$ cat src/packet_pkg.sv
// Packet staging buffer shared definitions
// Controller state and write source encodings, default sizes

`default_nettype none

package packet_pkg;

    // Controller states
    typedef enum logic [1:0] {
        CNTL_IDLE       = 2'd0,
        CNTL_STREAM     = 2'd1,
        CNTL_WAIT_STALL = 2'd2,
        CNTL_DONE       = 2'd3
    } cntl_state_t;

    // Which writer owns the SRAM port this cycle
    typedef enum logic [1:0] {
        SRC_NONE = 2'd0,
        SRC_DP   = 2'd1,
        SRC_EDGE = 2'd2
    } wr_src_t;

    localparam int DEF_PACKET_W    = 32;
    // Buffer lines as a power of two
    localparam int DEF_DEPTH       = 16;
    localparam int DEF_NUM_EDGE_PE = 4;
    localparam int DEF_FIFO_DEPTH  = 4;

endpackage

`default_nettype wire

$ cat src/packet_sram.sv
// Packet buffer memory
// Single port, write has the port when we is high,
// otherwise the addressed word is registered onto rdata

`timescale 1ns/1ps
`default_nettype none

module packet_sram #(
    parameter int PACKET_W = packet_pkg::DEF_PACKET_W,
    parameter int DEPTH    = packet_pkg::DEF_DEPTH,
    localparam int ADDR_W  = $clog2(DEPTH)
) (
    input  logic                clk,
    input  logic                we,
    input  logic [ADDR_W-1:0]   addr,
    input  logic [PACKET_W-1:0] wdata,
    output logic [PACKET_W-1:0] rdata
);

    logic [PACKET_W-1:0] mem [DEPTH];

    // One-cycle read latency
    // rdata keeps the last word read during a write
    always_ff @(posedge clk) begin
        if (we) begin
            mem[addr] <= wdata;
        end else begin
            rdata <= mem[addr];
        end
    end

endmodule

`default_nettype wire

$ cat src/packet_cntl.sv
// Packet buffer controller
// Arbitrates datapath and edge PE writers onto the SRAM port,
// tracks write and read pointers, and moves stored packets
// into the output FIFO when no write needs the port

`timescale 1ns/1ps
`default_nettype none

module packet_cntl #(
    parameter int PACKET_W    = packet_pkg::DEF_PACKET_W,
    parameter int DEPTH       = packet_pkg::DEF_DEPTH,
    parameter int NUM_EDGE_PE = packet_pkg::DEF_NUM_EDGE_PE,
    localparam int ADDR_W     = $clog2(DEPTH)
) (
    input  logic                                 clk,
    input  logic                                 reset,
    input  logic                                 dp_valid,
    input  logic [PACKET_W-1:0]                  dp_packet,
    input  logic [NUM_EDGE_PE-1:0]               edge_valid,
    input  logic [NUM_EDGE_PE-1:0][PACKET_W-1:0] edge_packet,
    input  logic                                 cntl_done,
    input  logic                                 replay,
    input  logic                                 fifo_stall,
    input  logic                                 fifo_full,
    output logic                                 sram_we,
    output logic [ADDR_W-1:0]                    sram_addr,
    output logic [PACKET_W-1:0]                  sram_wdata,
    output logic                                 fifo_push
);

    import packet_pkg::*;

    // Pointers carry one wrap bit above the address
    localparam int PTR_W = ADDR_W + 1;

    cntl_state_t         state;
    cntl_state_t         nx_state;
    wr_src_t             wr_src;

    logic [PTR_W-1:0]    wr_ptr;
    logic [PTR_W-1:0]    rd_ptr;
    logic                buf_empty;
    logic                buf_full;

    logic [PACKET_W-1:0] edge_sel;
    logic                write_en;
    logic                read_en;
    logic                wr_state;

    assign buf_empty = (wr_ptr == rd_ptr);
    assign buf_full  = (wr_ptr[ADDR_W] != rd_ptr[ADDR_W]) &&
                       (wr_ptr[ADDR_W-1:0] == rd_ptr[ADDR_W-1:0]);

    // Highest index valid edge PE wins
    always_comb begin
        edge_sel = edge_packet[0];
        for (int i = 1; i < NUM_EDGE_PE; i++) begin
            if (edge_valid[i]) begin
                edge_sel = edge_packet[i];
            end
        end
    end

    // Datapath beats every edge PE
    always_comb begin
        if (dp_valid) begin
            wr_src = SRC_DP;
        end else if (|edge_valid) begin
            wr_src = SRC_EDGE;
        end else begin
            wr_src = SRC_NONE;
        end
    end

    assign wr_state = (state == CNTL_STREAM) || (state == CNTL_WAIT_STALL);

    // A write always takes the port, a read only gets a free cycle
    assign write_en = wr_state && (wr_src != SRC_NONE) && !buf_full && !replay;
    assign read_en  = (state == CNTL_STREAM) && !write_en && !buf_empty &&
                      !fifo_full && !replay;

    assign sram_we    = write_en;
    assign sram_addr  = write_en ? wr_ptr[ADDR_W-1:0] : rd_ptr[ADDR_W-1:0];
    assign sram_wdata = (wr_src == SRC_DP) ? dp_packet : edge_sel;

    always_comb begin
        nx_state = state;
        case (state)
            CNTL_IDLE: begin
                nx_state = CNTL_STREAM;
            end
            CNTL_STREAM: begin
                if (cntl_done) begin
                    nx_state = CNTL_DONE;
                end else if (fifo_stall) begin
                    nx_state = CNTL_WAIT_STALL;
                end
            end
            CNTL_WAIT_STALL: begin
                if (cntl_done) begin
                    nx_state = CNTL_DONE;
                end else if (!fifo_stall) begin
                    nx_state = CNTL_STREAM;
                end
            end
            // Frozen until replay or reset
            CNTL_DONE: begin
                nx_state = CNTL_DONE;
            end
            default: begin
                nx_state = CNTL_IDLE;
            end
        endcase
    end

    always_ff @(posedge clk) begin
        if (reset) begin
            state     <= CNTL_IDLE;
            wr_ptr    <= '0;
            rd_ptr    <= '0;
            fifo_push <= 1'b0;
        end else begin
            // Read data shows up a cycle later, push lines up with it
            fifo_push <= read_en;
            if (replay) begin
                state  <= CNTL_IDLE;
                wr_ptr <= '0;
                rd_ptr <= '0;
            end else begin
                state <= nx_state;
                if (write_en) begin
                    wr_ptr <= wr_ptr + 1'b1;
                end
                if (read_en) begin
                    rd_ptr <= rd_ptr + 1'b1;
                end
            end
        end
    end

endmodule

`default_nettype wire

$ cat src/packet_fifo.sv
// Output FIFO for staged packets
// First-word-fall-through, valid/ready on the output side.
// Full goes high one entry early to absorb the SRAM read in flight

`timescale 1ns/1ps
`default_nettype none

module packet_fifo #(
    parameter int PACKET_W   = packet_pkg::DEF_PACKET_W,
    parameter int FIFO_DEPTH = packet_pkg::DEF_FIFO_DEPTH,
    localparam int ADDR_W    = $clog2(FIFO_DEPTH),
    localparam int CNT_W     = $clog2(FIFO_DEPTH + 1)
) (
    input  logic                clk,
    input  logic                reset,
    input  logic                push,
    input  logic [PACKET_W-1:0] push_data,
    output logic                full,
    output logic                out_valid,
    output logic [PACKET_W-1:0] out_packet,
    input  logic                out_ready
);

    logic [PACKET_W-1:0] mem [FIFO_DEPTH];
    logic [ADDR_W-1:0]   wr_idx;
    logic [ADDR_W-1:0]   rd_idx;
    logic [CNT_W-1:0]    count;
    logic                push_ok;
    logic                pop;

    assign out_valid  = (count != '0);
    assign out_packet = mem[rd_idx];
    assign full       = (count >= CNT_W'(FIFO_DEPTH - 1));

    assign pop     = out_valid && out_ready;
    assign push_ok = push && (count != CNT_W'(FIFO_DEPTH));

    // Payload storage
    always_ff @(posedge clk) begin
        if (push_ok) begin
            mem[wr_idx] <= push_data;
        end
    end

    always_ff @(posedge clk) begin
        if (reset) begin
            wr_idx <= '0;
            rd_idx <= '0;
            count  <= '0;
        end else begin
            if (push_ok) begin
                wr_idx <= wr_idx + 1'b1;
            end
            if (pop) begin
                rd_idx <= rd_idx + 1'b1;
            end
            case ({push_ok, pop})
                2'b10:   count <= count + 1'b1;
                2'b01:   count <= count - 1'b1;
                default: count <= count;
            endcase
        end
    end

endmodule

`default_nettype wire

$ cat src/packet_buffer_top.sv
// Packet staging buffer top level
// Controller, single-port SRAM and output FIFO

`timescale 1ns/1ps
`default_nettype none

module packet_buffer_top #(
    parameter int PACKET_W    = packet_pkg::DEF_PACKET_W,
    parameter int DEPTH       = packet_pkg::DEF_DEPTH,
    parameter int NUM_EDGE_PE = packet_pkg::DEF_NUM_EDGE_PE,
    parameter int FIFO_DEPTH  = packet_pkg::DEF_FIFO_DEPTH,
    localparam int ADDR_W     = $clog2(DEPTH)
) (
    input  logic                                 clk,
    input  logic                                 reset,
    input  logic                                 dp_valid,
    input  logic [PACKET_W-1:0]                  dp_packet,
    input  logic [NUM_EDGE_PE-1:0]               edge_valid,
    input  logic [NUM_EDGE_PE-1:0][PACKET_W-1:0] edge_packet,
    input  logic                                 cntl_done,
    input  logic                                 replay,
    input  logic                                 fifo_stall,
    input  logic                                 out_ready,
    output logic                                 out_valid,
    output logic [PACKET_W-1:0]                  out_packet
);

    logic                sram_we;
    logic [ADDR_W-1:0]   sram_addr;
    logic [PACKET_W-1:0] sram_wdata;
    logic [PACKET_W-1:0] sram_rdata;
    logic                fifo_push;
    logic                fifo_full;

    packet_cntl #(
        .PACKET_W    (PACKET_W),
        .DEPTH       (DEPTH),
        .NUM_EDGE_PE (NUM_EDGE_PE)
    ) cntl0 (
        .clk         (clk),
        .reset       (reset),
        .dp_valid    (dp_valid),
        .dp_packet   (dp_packet),
        .edge_valid  (edge_valid),
        .edge_packet (edge_packet),
        .cntl_done   (cntl_done),
        .replay      (replay),
        .fifo_stall  (fifo_stall),
        .fifo_full   (fifo_full),
        .sram_we     (sram_we),
        .sram_addr   (sram_addr),
        .sram_wdata  (sram_wdata),
        .fifo_push   (fifo_push)
    );

    packet_sram #(
        .PACKET_W (PACKET_W),
        .DEPTH    (DEPTH)
    ) sram0 (
        .clk   (clk),
        .we    (sram_we),
        .addr  (sram_addr),
        .wdata (sram_wdata),
        .rdata (sram_rdata)
    );

    // Registered SRAM read data meets the registered push here
    packet_fifo #(
        .PACKET_W   (PACKET_W),
        .FIFO_DEPTH (FIFO_DEPTH)
    ) fifo0 (
        .clk        (clk),
        .reset      (reset),
        .push       (fifo_push),
        .push_data  (sram_rdata),
        .full       (fifo_full),
        .out_valid  (out_valid),
        .out_packet (out_packet),
        .out_ready  (out_ready)
    );

endmodule

`default_nettype wire

$ cat config.mk
export PLATFORM = sky130hd
export DESIGN_NAME = packet_buffer_top
export DESIGN_NICKNAME = d
export VERILOG_FILES = /design/src/packet_pkg.sv /design/src/packet_sram.sv /design/src/packet_cntl.sv /design/src/packet_fifo.sv /design/src/packet_buffer_top.sv
export SDC_FILE = /design/constraint.sdc
export NUM_CORES = 1
export LEC_CHECK = 0
export BUFFER_PORTS_ARGS = -buffer_cell sky130_fd_sc_hd__buf_2
export CAP_MARGIN = 0
export CELL_PAD_IN_SITES_DETAIL_PLACEMENT = 0
export CELL_PAD_IN_SITES_GLOBAL_PLACEMENT = 1
export CORE_MARGIN = 2
export CORE_UTILIZATION = 45
export CTS_BUF_LIST = sky130_fd_sc_hd__clkbuf_8
export CTS_CLUSTER_SIZE = 10
export DETAILED_ROUTE_END_ITERATION = 16
export PLACE_DENSITY = 0.78
export RECOVER_POWER = 50
export SKIP_LAST_GASP = 1
export SLEW_MARGIN = 5
export SYNTH_ARGS = -nofsm -noshare
export SYNTH_HDL_FRONTEND = slang
export SYNTH_SLANG_ARGS = --single-unit
$ cat constraint.sdc
create_clock -name clk -period 11 [get_ports clk]
set_input_delay 1.1 -clock clk [delete_from_list [all_inputs] [get_ports clk]]
set_output_delay 1.1 -clock clk [all_outputs]
set_load 0.1 [all_outputs]
# After elaboration in Yosys (flattened, before gate mapping)
# Memory sizes are Yosys's and may differ from the RTL's. A register that Yosys moved wholly into a read port is not among the register bits.
# Cells that the tools add are included.
# word_totals
register_bits,20
ramBits,640
in_bits,171
output_inout_bits,33
elab_cells,71
mem_count,2
# memory_table
memory,depth,word_bits,read_ports,rd_clocked_by_memory_dff,wr,line_no,source
sram0.mem,16,32,1,1,1,packet_sram.sv:20,logic [PACKET_W-1:0] mem [DEPTH];
fifo0.mem,4,32,1,1,1,packet_fifo.sv:24,logic [PACKET_W-1:0] mem [FIFO_DEPTH];
# classes
n_addsub,6
magnitude_cmp,1
n_eq_ne,12
n_mux,19
reduce_logical,24
# ops
cell,count
32-bit two-way mux,4
2-bit two-way mux,8
"5-bit by 1-bit adder with 5-bit output, second input constant",2
1-bit logical AND,10
"3-bit != test, second input constant",3
2-bit case mux with 4 select lines,1
"2-bit by 1-bit == test with 1-bit output, second input constant",3
"2-bit == test, second input constant",3
1-bit zero test,6
3-bit case mux with 2 select lines,1
5-bit == test,1
"2-bit by 1-bit adder with 2-bit output, second input constant",2
4-bit == test,1
1-bit two-way mux,4
4-bit two-way mux,1
2-bit nonzero test,2
4-bit OR reduction,1
"3-bit by 1-bit adder with 3-bit output, second input constant",1
"3-bit by 2-bit greater-or-equal comparator with 1-bit output, second input constant",1
3-bit nonzero test,1
"3-bit by 1-bit subtractor with 3-bit output, second input constant",1
2-bit zero test,1
2-bit AND reduction,1
2-bit OR reduction,1
other kinds (2),2

# Logic depth before layout (Yosys ltp)
# Gate-level depths: netlist (run 1).
# logic_depth
word_depth,12
depth_mapped,10
mapped_depth_nobuf,9

# By module
# A second synthesis (run 1) with hierarchy kept.
# unflattened
cells_unflattened,1359
hier_area_um2,27406.3
# modules_own_cells
mod,n_inst,cells_each,area_each_um2
packet_sram,1,841,20184.4
packet_fifo,1,219,5148.7
packet_cntl,1,299,2073.2

# Least setup slack after synthesis (run 1)
# OpenSTA, ideal clock, no wires.
# synth_timing
kind,input to register
from,in edge_valid[1]
to,mem sram0.mem[12][0] (netlist name) (enable)
arrival_time_ps,5123
path_slack_ps,5376
cell_stages,5
path_buffers,1
path_cell_list,clkbuf_1 -> o21ai_4 -> a21oi_4 -> inv_4 -> nor4_1
# synth_between
elab_chain_len,9
elab_cells_between_ends,10
# synth_lines
element,line_no,source
"start, declared",packet_buffer_top.sv:18,"input logic [NUM_EDGE_PE-1:0] edge_valid,"
4-bit OR reduction (*),packet_cntl.sv:68,end else if (|edge_valid) begin
2-bit two-way mux (*),packet_cntl.sv:68,
2-bit two-way mux (*),packet_cntl.sv:66,if (dp_valid) begin
2-bit nonzero test (*),packet_cntl.sv:78,assign write_en = wr_state && (wr_src != SRC_NONE) && !buf_full && !replay;
1-bit logical AND (*) (3 in a row),packet_cntl.sv:78,
1-bit two-way mux,packet_sram.sv:25,if (we) begin
1-bit two-way mux (not written as such),packet_sram.sv:26,mem[addr] <= wdata;
"end, declared",packet_sram.sv:20,
# Mark *: on every way between the ends. The rest lies on a longest branch, timed or not.

# Worst setup path after layout (run 1)
# layout_timing
from,in edge_valid[1]
to,mem sram0.mem[4][30] (netlist name) (enable)
# The elaborated chain is that of the path after synthesis.

==> results of run 1 <==
==> power breakdown <==
| part | switching [mW] | internal [mW] | leakage [nW] |
|---|---|---|---|
| clock network | 0.971 | 1.01 | 1.17 |
| logic | 0.146 | 0.0650 | 2.68 |
| registers | 0.0242 | 2.95 | 6.27 |
==> state kept, by name (all words and copies together), names as in the netlist, named ones only <==
signal and cells:
fifo0.rd_idx 2, fifo0.mem 128, fifo0.count 3, cntl0.wr_ptr 5
cntl0.rd_ptr 5, sram0.mem 512, fifo0.wr_idx 2, cntl0.state 2
cntl0.fifo_push 1, sram0.rdata 32
==> per-stage QoR <==
step	std cells	utilization	area, um2	hold WS, ns
3_5_place_dp	2883	0.4903	30310	0.4945
5_1_grt	3084	0.5207	32190	0.5324
6_report	3084	0.5207	32190	0.5113
4_1_cts	3083	0.5226	32310	0.5125
3_3_place_gp	2883	0.4903	30310	0.4913
2_1_floorplan	1939	-	28200	0.4587
==> kinds of logic after synthesis <==
family                   Yosys count  share of synthesized area
AO/OA/AOI/OAI                    762                     0.1564
flip-flops                       694                     0.7311
AND/OR/NAND/NOR                  205                    0.03478
buffers and inverters            179                    0.02591
multiplexers                      71                    0.04090
XOR/XNOR                          16                   0.005235
adder cells (fa/ha/maj)           12                   0.005590
==> final cells by class <==
type | instances | area (um2)
Sequential cell | 694 | 20620
Inverter | 14 | 55.05
Timing Repair Buffer | 272 | 1410
Clock buffer | 114 | 1569
Fill cell | 5106 | 29630
Tap cell | 837 | 1047
Multi-Input combinational cell | 1066 | 7057
Clock inverter | 86 | 432.9
Antenna cell | 1 | 2.502
==> worst paths after layout <==
kind	to	slack (ns)	from	cells after the start
worst max register to register	sram0.mem[4][30]	6.14	cntl0.state[0]	8
worst min register to register	fifo0.mem[0][9]	0.51	sram0.rdata[9]	0
worst max-delay path	sram0.mem[4][30]	5.09	edge_valid[1]	7
worst min-delay path	fifo0.mem[0][9]	0.51	sram0.rdata[9]	0
==> synth_stat cells, types with 2 or more instances <==
cell type	instances	area [um2]
sky130_fd_sc_hd__a2111oi_4	2	55.05
sky130_fd_sc_hd__a21oi_1	68	340.3
sky130_fd_sc_hd__a41oi_1	128	1121
sky130_fd_sc_hd__and2_1	5	31.28
sky130_fd_sc_hd__buf_1	9	33.78
sky130_fd_sc_hd__buf_2	11	55.05
sky130_fd_sc_hd__buf_4	3	22.52
sky130_fd_sc_hd__buf_6	4	45.04
sky130_fd_sc_hd__clkbuf_1	137	514.2
sky130_fd_sc_hd__dfxtp_1	22	440.4
sky130_fd_sc_hd__edfxtp_1	672	20180
sky130_fd_sc_hd__ha_1	11	137.6
sky130_fd_sc_hd__inv_1	13	48.80
sky130_fd_sc_hd__mux2i_1	35	350.3
sky130_fd_sc_hd__mux2i_4	3	67.56
sky130_fd_sc_hd__mux4_2	32	720.7
sky130_fd_sc_hd__nand2_1	42	157.7
sky130_fd_sc_hd__nand3_1	4	20.02
sky130_fd_sc_hd__nand4_1	2	12.51
sky130_fd_sc_hd__nor2_1	96	360.4
sky130_fd_sc_hd__nor2b_1	11	68.82
sky130_fd_sc_hd__nor3_1	2	10.01
sky130_fd_sc_hd__nor3b_1	2	15.01
sky130_fd_sc_hd__nor4b_1	2	17.52
sky130_fd_sc_hd__o21ai_0	516	2582
sky130_fd_sc_hd__o21ai_1	32	160.2
sky130_fd_sc_hd__o32ai_1	2	17.52
sky130_fd_sc_hd__or3_1	2	12.51
sky130_fd_sc_hd__or4_1	33	247.7
sky130_fd_sc_hd__xnor2_1	10	87.58
sky130_fd_sc_hd__xor2_1	5	43.79
==> layer usage <==
| metal | track usage | up-vias | wire [um] |
|---|---|---|---|
| met5 | 0 | - | 0 |
| met4 | 0.08571 | 0 | 2013 |
| met3 | 0.03756 | 136 | 6680 |
| met2 | 0.3602 | 1029 | 34060 |
| met1 | 0.3009 | 8951 | 29250 |
| li1 | - | 8154 | - |
==> worst max-delay path: cells and delay by family <==
family	cells	cell delay, ns
AO/OA/AOI/OAI	2	0.73
buffers and inverters	4	3.09
AND/OR/NAND/NOR	1	1.14
==> results by stage, run 1 <==
Status:
- The flow ran to the end, but the final reports show violations.
- The final reports fail on max-capacitance violations, max-slew violations.

Power:
- Power spread over the standard cell area amounts to about 160 nW/um2.
- The leakage power summed over all cells is ~10 nW.
- The peak ir drop on the vdd network is just under 90 uV.
- The overall power after layout is 5.167 mW.

Final layout:
- The area growth from synthesis to final layout is 14.16%.
- In the layout the commonest cells are 672 x sky130_fd_sc_hd__edfxtp_1, 514 x sky130_fd_sc_hd__o21ai_0, 203 x sky130_fd_sc_hd__buf_2.
- The most common library cell in the layout ignoring fill and taps is sky130_fd_sc_hd__edfxtp_1.
- The net total in the final layout is roughly 2.3k.
- Of the cells placed in the final design, the portion with a size suffix greater than 1 is 0.1977.

Synthesis:
- The share of the yosys chip area belonging to registers is 0.7311.
- When the netlist entered floorplanning its net count stood at approximately 2.1k.
- The dominant synthesized flop cell is sky130_fd_sc_hd__edfxtp_1.
- Each instance of the synthesized netlist takes up on average 14.54 um2.
- During synthesis, Yosys emitted a total of 0 warnings.
- The proportion of synthesized flip-flops having asynchronous set or reset is 0.
- The post-synthesis sequential element count is about 690.
- The cell area after synthesis is between 20,000 and 30,000 um2.
- Synthesis handed over a netlist of about 1.9k instances.
- The post-synthesis cell type count is 54.
- In this run, synthesis inferred roughly 670 flip-flops with an integrated enable.

Clock network:
- The root buffer cell chosen for the clock tree is sky130_fd_sc_hd__clkbuf_8.
- The number of buffers on the longest clock path is 3.
- Clock-pin slew was measured on the worst setup and hold paths at 0.06 ns.
- The deepest level of the CTS H-tree is 3.
- The number of gates resized after cts is 0.
- Buffers inserted to repair hold after CTS numbered 0.
- The TritonCTS buffer count is between 100 and 150.
- TritonCTS built the clock tree.
- For the worst-skew pair, the clock arrives at the later sink with an insertion delay of 0.72 ns.
- Post-CTS timing repair inserted 0 buffers for setup.
- The tree built by TritonCTS fans out to between 600 and 700 sinks.

Global route:
- The maximum number of pins on one net before global-route repair is between 90 and 100.
- Global routing finished with a remaining overflow of 0.
- The initial antenna violation count came to 1.
- The first global-routing pass estimated about 110,000 um of wire.
- The number of global-route vias before repair is around 18k.
- The combined global-route utilization of all metal layers is 0.2219.

Die:
- In this run the core area contains 91 standard-cell rows.
- The height of the chip is about 250 um.
- In this run the count of I/O pins placed on the die edge is approximately 200.
- The die outline area is 64,690 um2.
- The die is 254.3 um wide.
- After floorplanning, the core was sized to cover ~62,000 um2.
- The initial utilization of the core area, before any placement, comes to 0.4562.

STA:
- Summed over all failing endpoints, the final setup total negative slack is 0 ns.
- The count of final max-slew check failures is between 150 and 200.
- Counting I/O delays and the setup requirement, the final critical path takes 5.914 ns.
- The count of endpoints failing hold in the final timing report was 0.
- Setup violations remaining at the end of the flow were counted as 0.
- In this run the tightest slew margin relative to its limit is -0.6111.
- For this run, the top clock speed supported by timing is approximately 170 MHz.
- The slack of the critical path is ~5.1 ns.
- Dividing the final minimum period by the clock period gives 0.5376.
- The actual transition at the worst max-transition pin is ~2.4 ns.
- Setup repair after global routing left no endpoint under its margin.
- The worst-case clock skew is 0.03871 ns.

Place:
- Buffers placed on the I/O ports in this run total ~200.
- The congestion estimate from routability-driven global placement came to ~0.86.
- The worst slack after detailed placement is ~5.6 ns.
- The placed wire-length estimate after detailed placement is approximately 41,000 um.

Worst setup path:
- The worst setup path is captured at a flop.
- Data on the critical path is required at its endpoint by 11.30 ns.
- For this run, the slowest stage of the critical path takes roughly 1.7 ns.
- The type of the worst setup path is input port to flop.
- STA puts the critical path data arrival time at around 6.2 ns.
- By instance count, the cell type seen most on the critical path is sky130_fd_sc_hd__buf_4.
- The slowest cell on the critical path is sky130_fd_sc_hd__clkbuf_1.
- The startpoint type of the worst setup path is an input port.
- The peak fanout along the critical path is 90.
- The signal on the critical path passes through buf_2, clkbuf_1, o21ai_4, a2111oi_4, buf_4, buf_4, nor2b_4.

Hold path:
- The worst min-delay path class is flop to flop.

Detailed routing:
- Dividing the detail-routed via count by the number of cells gives slightly below 6.
- The iteration count of the initial detailed-routing pass is 6.
- After the first detailed-routing iteration, the DRC count stood at 1,846.
- The post-detailed-route wirelength per cell is between 20 and 25 um.
- The sum of routed wire length over all layers is approximately 70,000 um.
- Detailed routing inserted a total of approximately 18k vias.
- The number of nets still failing antenna checks after routing is 0.
- The DRC violations left is 0.

Job:
- The tool flagged a number of max-cap violations equal to 5.
Power figures use the tool's default switching activity.
==> run 2, diff against run 1 <==
==> constraint.sdc (replaced) <==
create_clock -name clk -period 5.6 [get_ports clk]
set_input_delay 0.56 -clock clk [delete_from_list [all_inputs] [get_ports clk]]
set_output_delay 0.56 -clock clk [all_outputs]
set_load 0.1 [all_outputs]
==> run 2 against run 1 <==
Effect of this change: the run still ends with max-capacitance violations, max-slew violations left; largest cell class unchanged; global-route usage grew 0.96 points; critical path type unchanged; sequential power rose by 96%; utilization up 0.27 points; highest routed layer unchanged.
==> results by stage, run 2 (synthesis results as in run 1) <==
Status:
- Result of the run: finished, violations left (unchanged).
- Violations in the final reports: max-capacitance violations, max-slew violations (unchanged).

Detailed routing:
- The sum of routed wire length over all layers was 75,040 um (was 72,000 um).
- The number of nets still failing antenna checks after routing is 0 (unchanged).
- The via count is 18.64k (was 18.27k).
- The DRC violations left was 0 (unchanged).
- The post-detailed-route wirelength per cell is 24.29 um (was 23.35 um).
- The iteration count of the initial detailed-routing pass is 5 (was 6).
- The first-iteration detailed-routing DRC count is 2,138 (was 1,846).
- The routed via count divided by cell count is 6.034 (was 5.924).

Global route:
- The initial antenna violation count is 3 (was 1).
- The residual overflow from global routing is 0 (unchanged).
- The maximum number of pins on one net before global-route repair is 130 (was 94).
- The wire length of the first global-routing pass is 112,300 um (was 107,800 um).
- The combined global-route utilization of all metal layers is 0.2315 (was 0.2219).
- The number of global-route vias before repair is 18.44k (was 18.22k).

Final layout:
- The area growth from synthesis to final layout came to 14.74% (was 14.16%).
- Commonest cells after routing, fill and taps aside: 672 x sky130_fd_sc_hd__edfxtp_1, 513 x sky130_fd_sc_hd__o21ai_0, 202 x sky130_fd_sc_hd__buf_2 (was 672 x sky130_fd_sc_hd__edfxtp_1, 514 x sky130_fd_sc_hd__o21ai_0, 203 x sky130_fd_sc_hd__buf_2).
- The net total in the final layout is 2,348 (was 2,340).
- The flip-flop count of the largest register after layout was 512 (unchanged).
- The fraction of final layout cells sized beyond drive strength 1 is 0.1956 (was 0.1977).
- The most flop-heavy register is sram0.mem (unchanged).
- The most common library cell in the layout ignoring fill and taps is sky130_fd_sc_hd__edfxtp_1 (unchanged).
- Largest registers: sram0.mem: 512 flops, fifo0.mem: 128 flops, sram0.rdata: 32 flops (unchanged).

Power:
- The combinational share of power is 0.042 (was 0.041).
- The sequential share of power is 0.574 (was 0.576).
- The peak ir drop on the vdd network is 156.7 uV (was 88.81 uV).
- The leakage power summed over all cells is 10.20 nW (was 10.13 nW).
- The power spent charging and discharging nets is 2.246 mW (was 1.142 mW).
- The fraction of power spent switching nets is 0.2207 (was 0.2209).
- The share of power burned in the clock network is 0.384 (was 0.383).
- The power per unit of standard cell area came to 314.6 nW/um2 (was 160.5 nW/um2).
- The internal cell power was 7.934 mW (was 4.026 mW).

Clock network:
- The TritonCTS clock tree is yes (unchanged).
- The clock insertion delay at the later pin of the skew report is 0.70 ns (was 0.72 ns).
- The number of buffers on the longest clock path is 3 (unchanged).
- The number of gates resized after cts is 0 (unchanged).
- The register clock-pin slew on the reported worst setup and hold paths is 0.06 ns (about the same).
- The cell chosen for the clock root is sky130_fd_sc_hd__clkbuf_8 (unchanged).
- The count of clock tree sinks was 694 (unchanged).
- The hold buffer count at cts was 0 (unchanged).
- The deepest level of the CTS H-tree is 3 (unchanged).
- The TritonCTS buffer count is 108 (was 109).
- The post-CTS setup buffer count is 0 (unchanged).

STA:
- The worst-case clock skew is 0.02840 ns (was 0.03871 ns).
- The minimum hold slack is 0.1723 ns (was 0.5113 ns).
- The setup TNS is 0 ns (unchanged).
- The tightest slew margin relative to the limit is -0.5078 (was -0.6111).
- The actual transition at the worst max-transition pin is 2.262 ns (was 2.417 ns).
- The count of endpoints failing hold in the final timing report was 0 (unchanged).
- The count of final max-slew check failures is 183 (was 167).
- For this run, the top clock speed supported by timing is approximately 230 MHz.
- Dividing the final minimum period by the clock period gives 0.7917.
- The post-route minimum period is 4.434 ns.
- The total of endpoints with negative setup slack in the final report is 0 (unchanged).
- RSZ-0062 raised after global routing: false (unchanged).

Worst setup path:
- The worst reg2reg path startpoint was cntl0.state[0] (unchanged).
- The type of the worst setup path is input port to flop (unchanged).
- The capturing element type of the critical path is a flop (unchanged).
- Critical Path, Cell by Cell: clkbuf_1, clkbuf_1, mux2i_1, nor2_1, a21oi_1, nor2_1, a21oi_1, o21ai_0 (was buf_2, clkbuf_1, o21ai_4, a2111oi_4, buf_4, buf_4, nor2b_4).
- The startpoint type of the worst setup path is an input port (unchanged).
- The worst stage delay on the critical path is 1.66 ns (was 1.71 ns).
- The critical path endpoint is sram0.mem[3][31] (was sram0.mem[4][30]).
- The peak fanout along the critical path is 33 (was 90).
- The critical path required time is 5.78 ns (was 11.30 ns).
- The data arrival time of the critical path was 4.61 ns (was 6.21 ns).
- The capture point of the worst reg-to-reg path is sram0.mem[7][20] (was sram0.mem[4][30]).
- The launching instance or port of the critical path was edge_valid[1] (unchanged).
- The register-to-register setup slack is 1.31 ns (was 6.14 ns).
- The worst reg2reg path depth came to 10 (was 8).
- The slowest cell on the critical path is sky130_fd_sc_hd__o21ai_0 (was sky130_fd_sc_hd__clkbuf_1).

Die:
- The die width is 254.3 um (unchanged).
- The die outline area was 64,690 um2 (unchanged).
- The height of the chip is 254.3 um (unchanged).
- The placeable core region came to 61,830 um2 (unchanged).
- The number of rows in the core area was 91 (unchanged).
- The effective utilization at floorplan is 0.4562 (unchanged).
- The number of I/O pins is 204 (unchanged).

Place:
- The placed wire-length estimate after detailed placement is 41,710 um (was 40,610 um).
- The number of input and output port buffers inserted was 203 (unchanged).
- The routability-driven placement congestion ratio was 0.8731 (was 0.8637).

Hold path:
- The worst min-delay path class is input port to flop (was flop to flop).

Job:
- The number of max-capacitance violations reported is 6 (was 5).
run 2: changes by cell type in the layout (fill, tap and decap cells not counted), moves of 2 or more:
cell	change
sky130_fd_sc_hd__clkinvlp_4	+2
sky130_fd_sc_hd__o21ai_1	+2
sky130_fd_sc_hd__clkinv_1	-4
sky130_fd_sc_hd__inv_1	+9
sky130_fd_sc_hd__diode_2	+2
sky130_fd_sc_hd__buf_12	+10
sky130_fd_sc_hd__clkinv_2	-11
run 2: power groups by stage:
stage	clock (mW)	sequential, mW	combinational (mW)
after global routing	4.19	5.85	0.464
after floorplan	0	5.92	0.223
final	3.91	5.85	0.424
after global placement	0	5.95	0.423
after CTS	3.98	5.84	0.436
after detailed placement	0	5.95	0.436
run 2: layout make-up:
| cell class | count | area [um2] |
|---|---|---|
| repair buffers | 281 | 1602 |
| flip-flops and latches | 694 | 20620 |
| inverters | 14 | 55.05 |
| fillers | 5175 | 29470 |
| clock buffers | 114 | 1569 |
| multi-input cells | 1066 | 7053 |
| diodes | 3 | 7.507 |
| clock inverters | 80 | 405.4 |
| well taps | 837 | 1047 |
run 2: per-stage QoR:
step / instance area [um2] / setup WS, ns / instances / power, mW / util
finish: 32360 / 1.166 / 3089 / 10.18 / 0.5234
global route: 32350 / 0.8436 / 3087 / 10.50 / 0.5233
CTS: 32480 / 1.218 / 3086 / 10.26 / 0.5253
global placement: 30500 / 1.233 / 2892 / 6.369 / 0.4934
floorplan: 28200 / 0.4540 / 1939 / 6.144 / -
detailed placement: 30500 / 1.176 / 2892 / 6.386 / 0.4934
run 2: critical path, delay by kind of cell:
kind,cells,cell delay (ns)
simple gates,2,0.27
buf+inv,2,1.78
mux,1,0.21
compound gates,3,1.76
run 2: routing by layer:
layer / track usage / share of wire
met4: 0.07983 / 0.026
met2: 0.3625 / 0.46
met1: 0.3254 / 0.41
met3: 0.04562 / 0.11
met5: 0 / 0
run 2: worst min-delay path by stage:
stage / from / endpoint / slack [ns] / cells after the start
2_1_floorplan: sram0.rdata[0] / fifo0.mem[0][0] / 0.46 / 0
3_3_place_gp: fifo0.count[1] / fifo0.count[1] / 0.50 / 2
3_5_place_dp: sram0.rdata[31] / fifo0.mem[2][31] / 0.48 / 0
4_1_cts: reset / fifo0.count[2] / 0.14 / 2
5_1_grt: reset / fifo0.wr_idx[1] / 0.18 / 2
6_report: reset / fifo0.count[2] / 0.17 / 2
==> run 3, diff against run 2 <==
--- a/config.mk
+++ b/config.mk
@@ -14,7 +14,7 @@
 export CTS_BUF_LIST = sky130_fd_sc_hd__clkbuf_8
 export CTS_CLUSTER_SIZE = 10
 export DETAILED_ROUTE_END_ITERATION = 16
-export PLACE_DENSITY = 0.78
+export PLACE_DENSITY = 0.81
 export RECOVER_POWER = 50
 export SKIP_LAST_GASP = 1
 export SLEW_MARGIN = 5
==> constraint.sdc (replaced) <==
create_clock -name clk -period 3.8 [get_ports clk]
set_input_delay 0.38 -clock clk [delete_from_list [all_inputs] [get_ports clk]]
set_output_delay 0.38 -clock clk [all_outputs]
set_load 0.1 [all_outputs]
==> run 3 against run 2 <==
Effect of this change: the flow still finishes with violations (max-capacitance violations, max-slew violations); critical path type is now flop to flop; total power grew 46%; final cell count grew 0.62%; via count grew 0.84%; sequential cell count is the same; worst setup slack lost 0.82 ns.
==> results by stage, run 3 (synthesis results as in run 1) <==
Global route:
- The maximum number of pins on one net before global-route repair came to 101 (was 130).
- The number of global-route vias before repair is 18.55k (was 18.44k).
- The initial antenna violation count is 2 (was 3).
- The global routing's busiest layer is met2 (unchanged).
- The global-route met3 utilization came to 0.05358 (was 0.04562).
- The wire length of the first global-routing pass is 113,600 um (was 112,300 um).
- The met1 track demand over resource in global routing came to 0.3247 (was 0.3254).
- The residual overflow from global routing was 0 (unchanged).
- The global-route met2 utilization was 0.3732 (was 0.3625).
- The combined global-route utilization of all metal layers came to 0.2361 (was 0.2315).

Clock network:
- The post-CTS setup buffer count is 0 (unchanged).
- The register clock-pin slew on the reported worst setup and hold paths is 0.06 ns (about the same).
- The TritonCTS clock tree is yes (unchanged).
- The cell chosen for the clock root is sky130_fd_sc_hd__clkbuf_8 (unchanged).
- The number of buffers on the longest clock path is 3 (unchanged).
- The TritonCTS buffer count came to 106 (was 108).
- The deepest level of the CTS H-tree is 3 (unchanged).
- The count of clock tree sinks came to 694 (unchanged).
- The clock insertion delay at the later pin of the skew report is 0.70 ns (about the same).
- The hold buffer count at cts is 1 (was 0).
- The number of gates resized after cts was 0 (unchanged).

STA:
- The timing-limited maximum frequency is approximately 290 MHz.
- The setup TNS is 0 ns (unchanged).
- The worst-case clock skew came to 0.02916 ns (was 0.02840 ns).
- The post-route minimum period is approximately 3.5 ns.
- The slack of the critical path was 0.3465 ns (was 1.166 ns).
- RSZ-0062 raised after global routing: false (unchanged).
- The count of final max-slew check failures was 164 (was 183).
- The count of endpoints failing hold in the final timing report was 0 (unchanged).
- The total of endpoints with negative setup slack in the final report is 0 (unchanged).
- Dividing the final minimum period by the clock period gives 0.9088.
- The tightest slew margin relative to the limit came to -0.6137 (was -0.5078).
- The actual transition at the worst max-transition pin is 2.421 ns (was 2.262 ns).

Die:
- The die outline area is 64,690 um2 (unchanged).
- The die width is 254.3 um (unchanged).
- The placeable core region is 61,830 um2 (unchanged).
- The height of the chip is 254.3 um (unchanged).
- The number of I/O pins is 204 (unchanged).
- The effective utilization at floorplan is 0.4562 (unchanged).
- The number of rows in the core area is 91 (unchanged).

Detailed routing:
- The first-iteration detailed-routing DRC count is 2,599 (was 2,138).
- The DRC violations left is 0 (unchanged).
- The number of nets still failing antenna checks after routing was 0 (unchanged).
- The post-detailed-route wirelength per cell is 24.68 um (was 24.29 um).
- The iteration count of the initial detailed-routing pass came to 7 (was 5).
- The sum of routed wire length over all layers is 76,710 um (was 75,040 um).
- The routed via count divided by cell count is 6.048 (was 6.034).
- The via count is 18.80k (was 18.64k).

Worst setup path:
- The critical path required time is 4.17 ns (was 5.78 ns).
- The startpoint type of the worst setup path is a flop (was input port).
- The peak fanout along the critical path is 23 (was 33).
- The type of the worst setup path is flop to flop (was input port to flop).
- The data arrival time of the critical path came to 3.82 ns (was 4.61 ns).
- The capturing element type of the critical path is a flop (unchanged).

Final layout:
- The flip-flop count of the largest register after layout was 512 (unchanged).
- The number of fill cells was 5,059 (was 5,175).
- The most flop-heavy register is sram0.mem (unchanged).
- The most common library cell in the layout ignoring fill and taps is sky130_fd_sc_hd__edfxtp_1 (unchanged).
- The fraction of final layout cells sized beyond drive strength 1 is 0.2075 (was 0.1956).
- Commonest cells after routing, fill and taps aside: 672 x sky130_fd_sc_hd__edfxtp_1, 514 x sky130_fd_sc_hd__o21ai_0, 203 x sky130_fd_sc_hd__buf_2 (was 672 x sky130_fd_sc_hd__edfxtp_1, 513 x sky130_fd_sc_hd__o21ai_0, 202 x sky130_fd_sc_hd__buf_2).
- The final core utilization is 0.5282 (was 0.5234).
- The area growth from synthesis to final layout is 15.80% (was 14.74%).
- The net total in the final layout is 2,375 (was 2,348).
- Largest registers: sram0.mem: 512 flops, fifo0.mem: 128 flops, sram0.rdata: 32 flops (unchanged).

Status:
- Result of the run: finished, violations left (unchanged).
- Violations in the final reports: max-capacitance violations, max-slew violations (unchanged).

Power:
- The power per unit of standard cell area is 454.5 nW/um2 (was 314.6 nW/um2).
- The overall power after layout is 14.84 mW (was 10.18 mW).
- The leakage power summed over all cells is 10.30 nW (was 10.20 nW).
- The peak ir drop on the vdd network was 280.0 uV (was 156.7 uV).

Place:
- The routability-driven placement congestion ratio was 0.8861 (was 0.8731).
- The number of input and output port buffers inserted was 203 (unchanged).
- The placed wire-length estimate after detailed placement is 43,440 um (was 41,710 um).
- The worst slack after detailed placement is 0.3706 ns (was 1.176 ns).

Hold path:
- The worst min-delay path class is input port to flop (unchanged).

Job:
- The number of max-capacitance violations reported came to 5 (was 6).
run 3: cell count changes in the layout (fill, tap and decap cells not counted), sizes merged:
| cell | before | now |
|---|---|---|
| buf | 247 | 274 |
| clkbuf | 148 | 143 |
| clkinv | 27 | 47 |
| clkinvlp | 3 | 1 |
| diode | 3 | 1 |
| dlygate4sd3 | 0 | 1 |
| inv | 61 | 41 |
run 3: area by class of cell:
type / instances / area, um2 / share of cell area
multi-input combinational: 1066 / 7066 / 0.2164
sequential: 694 / 20620 / 0.6314
timing repair buffer: 310 / 1982 / 0.06069
inverter: 14 / 55.05 / 0.001686
tap: 837 / 1047 / 0.03207
antenna: 1 / 2.502 / 0.00007663
clock buffer: 108 / 1486 / 0.04552
clock inverter: 78 / 397.9 / 0.01218
run 3: through the flow:
| stage | hold WS [ns] | instance area, um2 | cells |
|---|---|---|---|
| 3_5_place_dp | 0.5022 | 30880 | 2920 |
| 6_report | 0.1815 | 32660 | 3108 |
| 2_1_floorplan | 0.4587 | 28240 | 1939 |
| 3_3_place_gp | 0.4779 | 30880 | 2920 |
| 5_1_grt | 0.2020 | 32660 | 3108 |
| 4_1_cts | 0.1257 | 32780 | 3107 |
run 3: worst paths after layout:
check / start / endpoint / slack (ns) / depth (start not counted)
worst min-delay path: cntl_done / cntl0.state[1] / 0.18 / 5
worst max-delay path: cntl0.state[0] / sram0.mem[6][6] / 0.35 / 11
worst max register to register: cntl0.state[0] / sram0.mem[6][6] / 0.35 / 11
worst min register to register: sram0.rdata[13] / fifo0.mem[3][13] / 0.51 / 0
run 3: power breakdown:
group	switching, mW	total (mW)	internal, mW
combinational	0.436	0.637	0.201
sequential	0.0711	8.62	8.54
clock	2.76	5.59	2.83
run 3: critical path, cell delays in order, from the launching register on:
cell and delay, ns:
sky130_fd_sc_hd__dfxtp_1 0.37, sky130_fd_sc_hd__inv_1 0.10, sky130_fd_sc_hd__ha_1 0.29, sky130_fd_sc_hd__nor2b_1 0.37, sky130_fd_sc_hd__o21ai_4 0.16, sky130_fd_sc_hd__a21oi_4 0.25
sky130_fd_sc_hd__inv_4 0.13, sky130_fd_sc_hd__buf_4 0.23, sky130_fd_sc_hd__nor2_1 0.15, sky130_fd_sc_hd__nand2_1 0.27, sky130_fd_sc_hd__nor2_4 0.49, sky130_fd_sc_hd__buf_12 0.29
run 3: routing by layer:
metal / vias up / share of wire
met3: 166 / 0.12
met4: 0 / 0.026
met2: 1300 / 0.46
met5: - / 0
met1: 9130 / 0.39
li1: 8200 / -
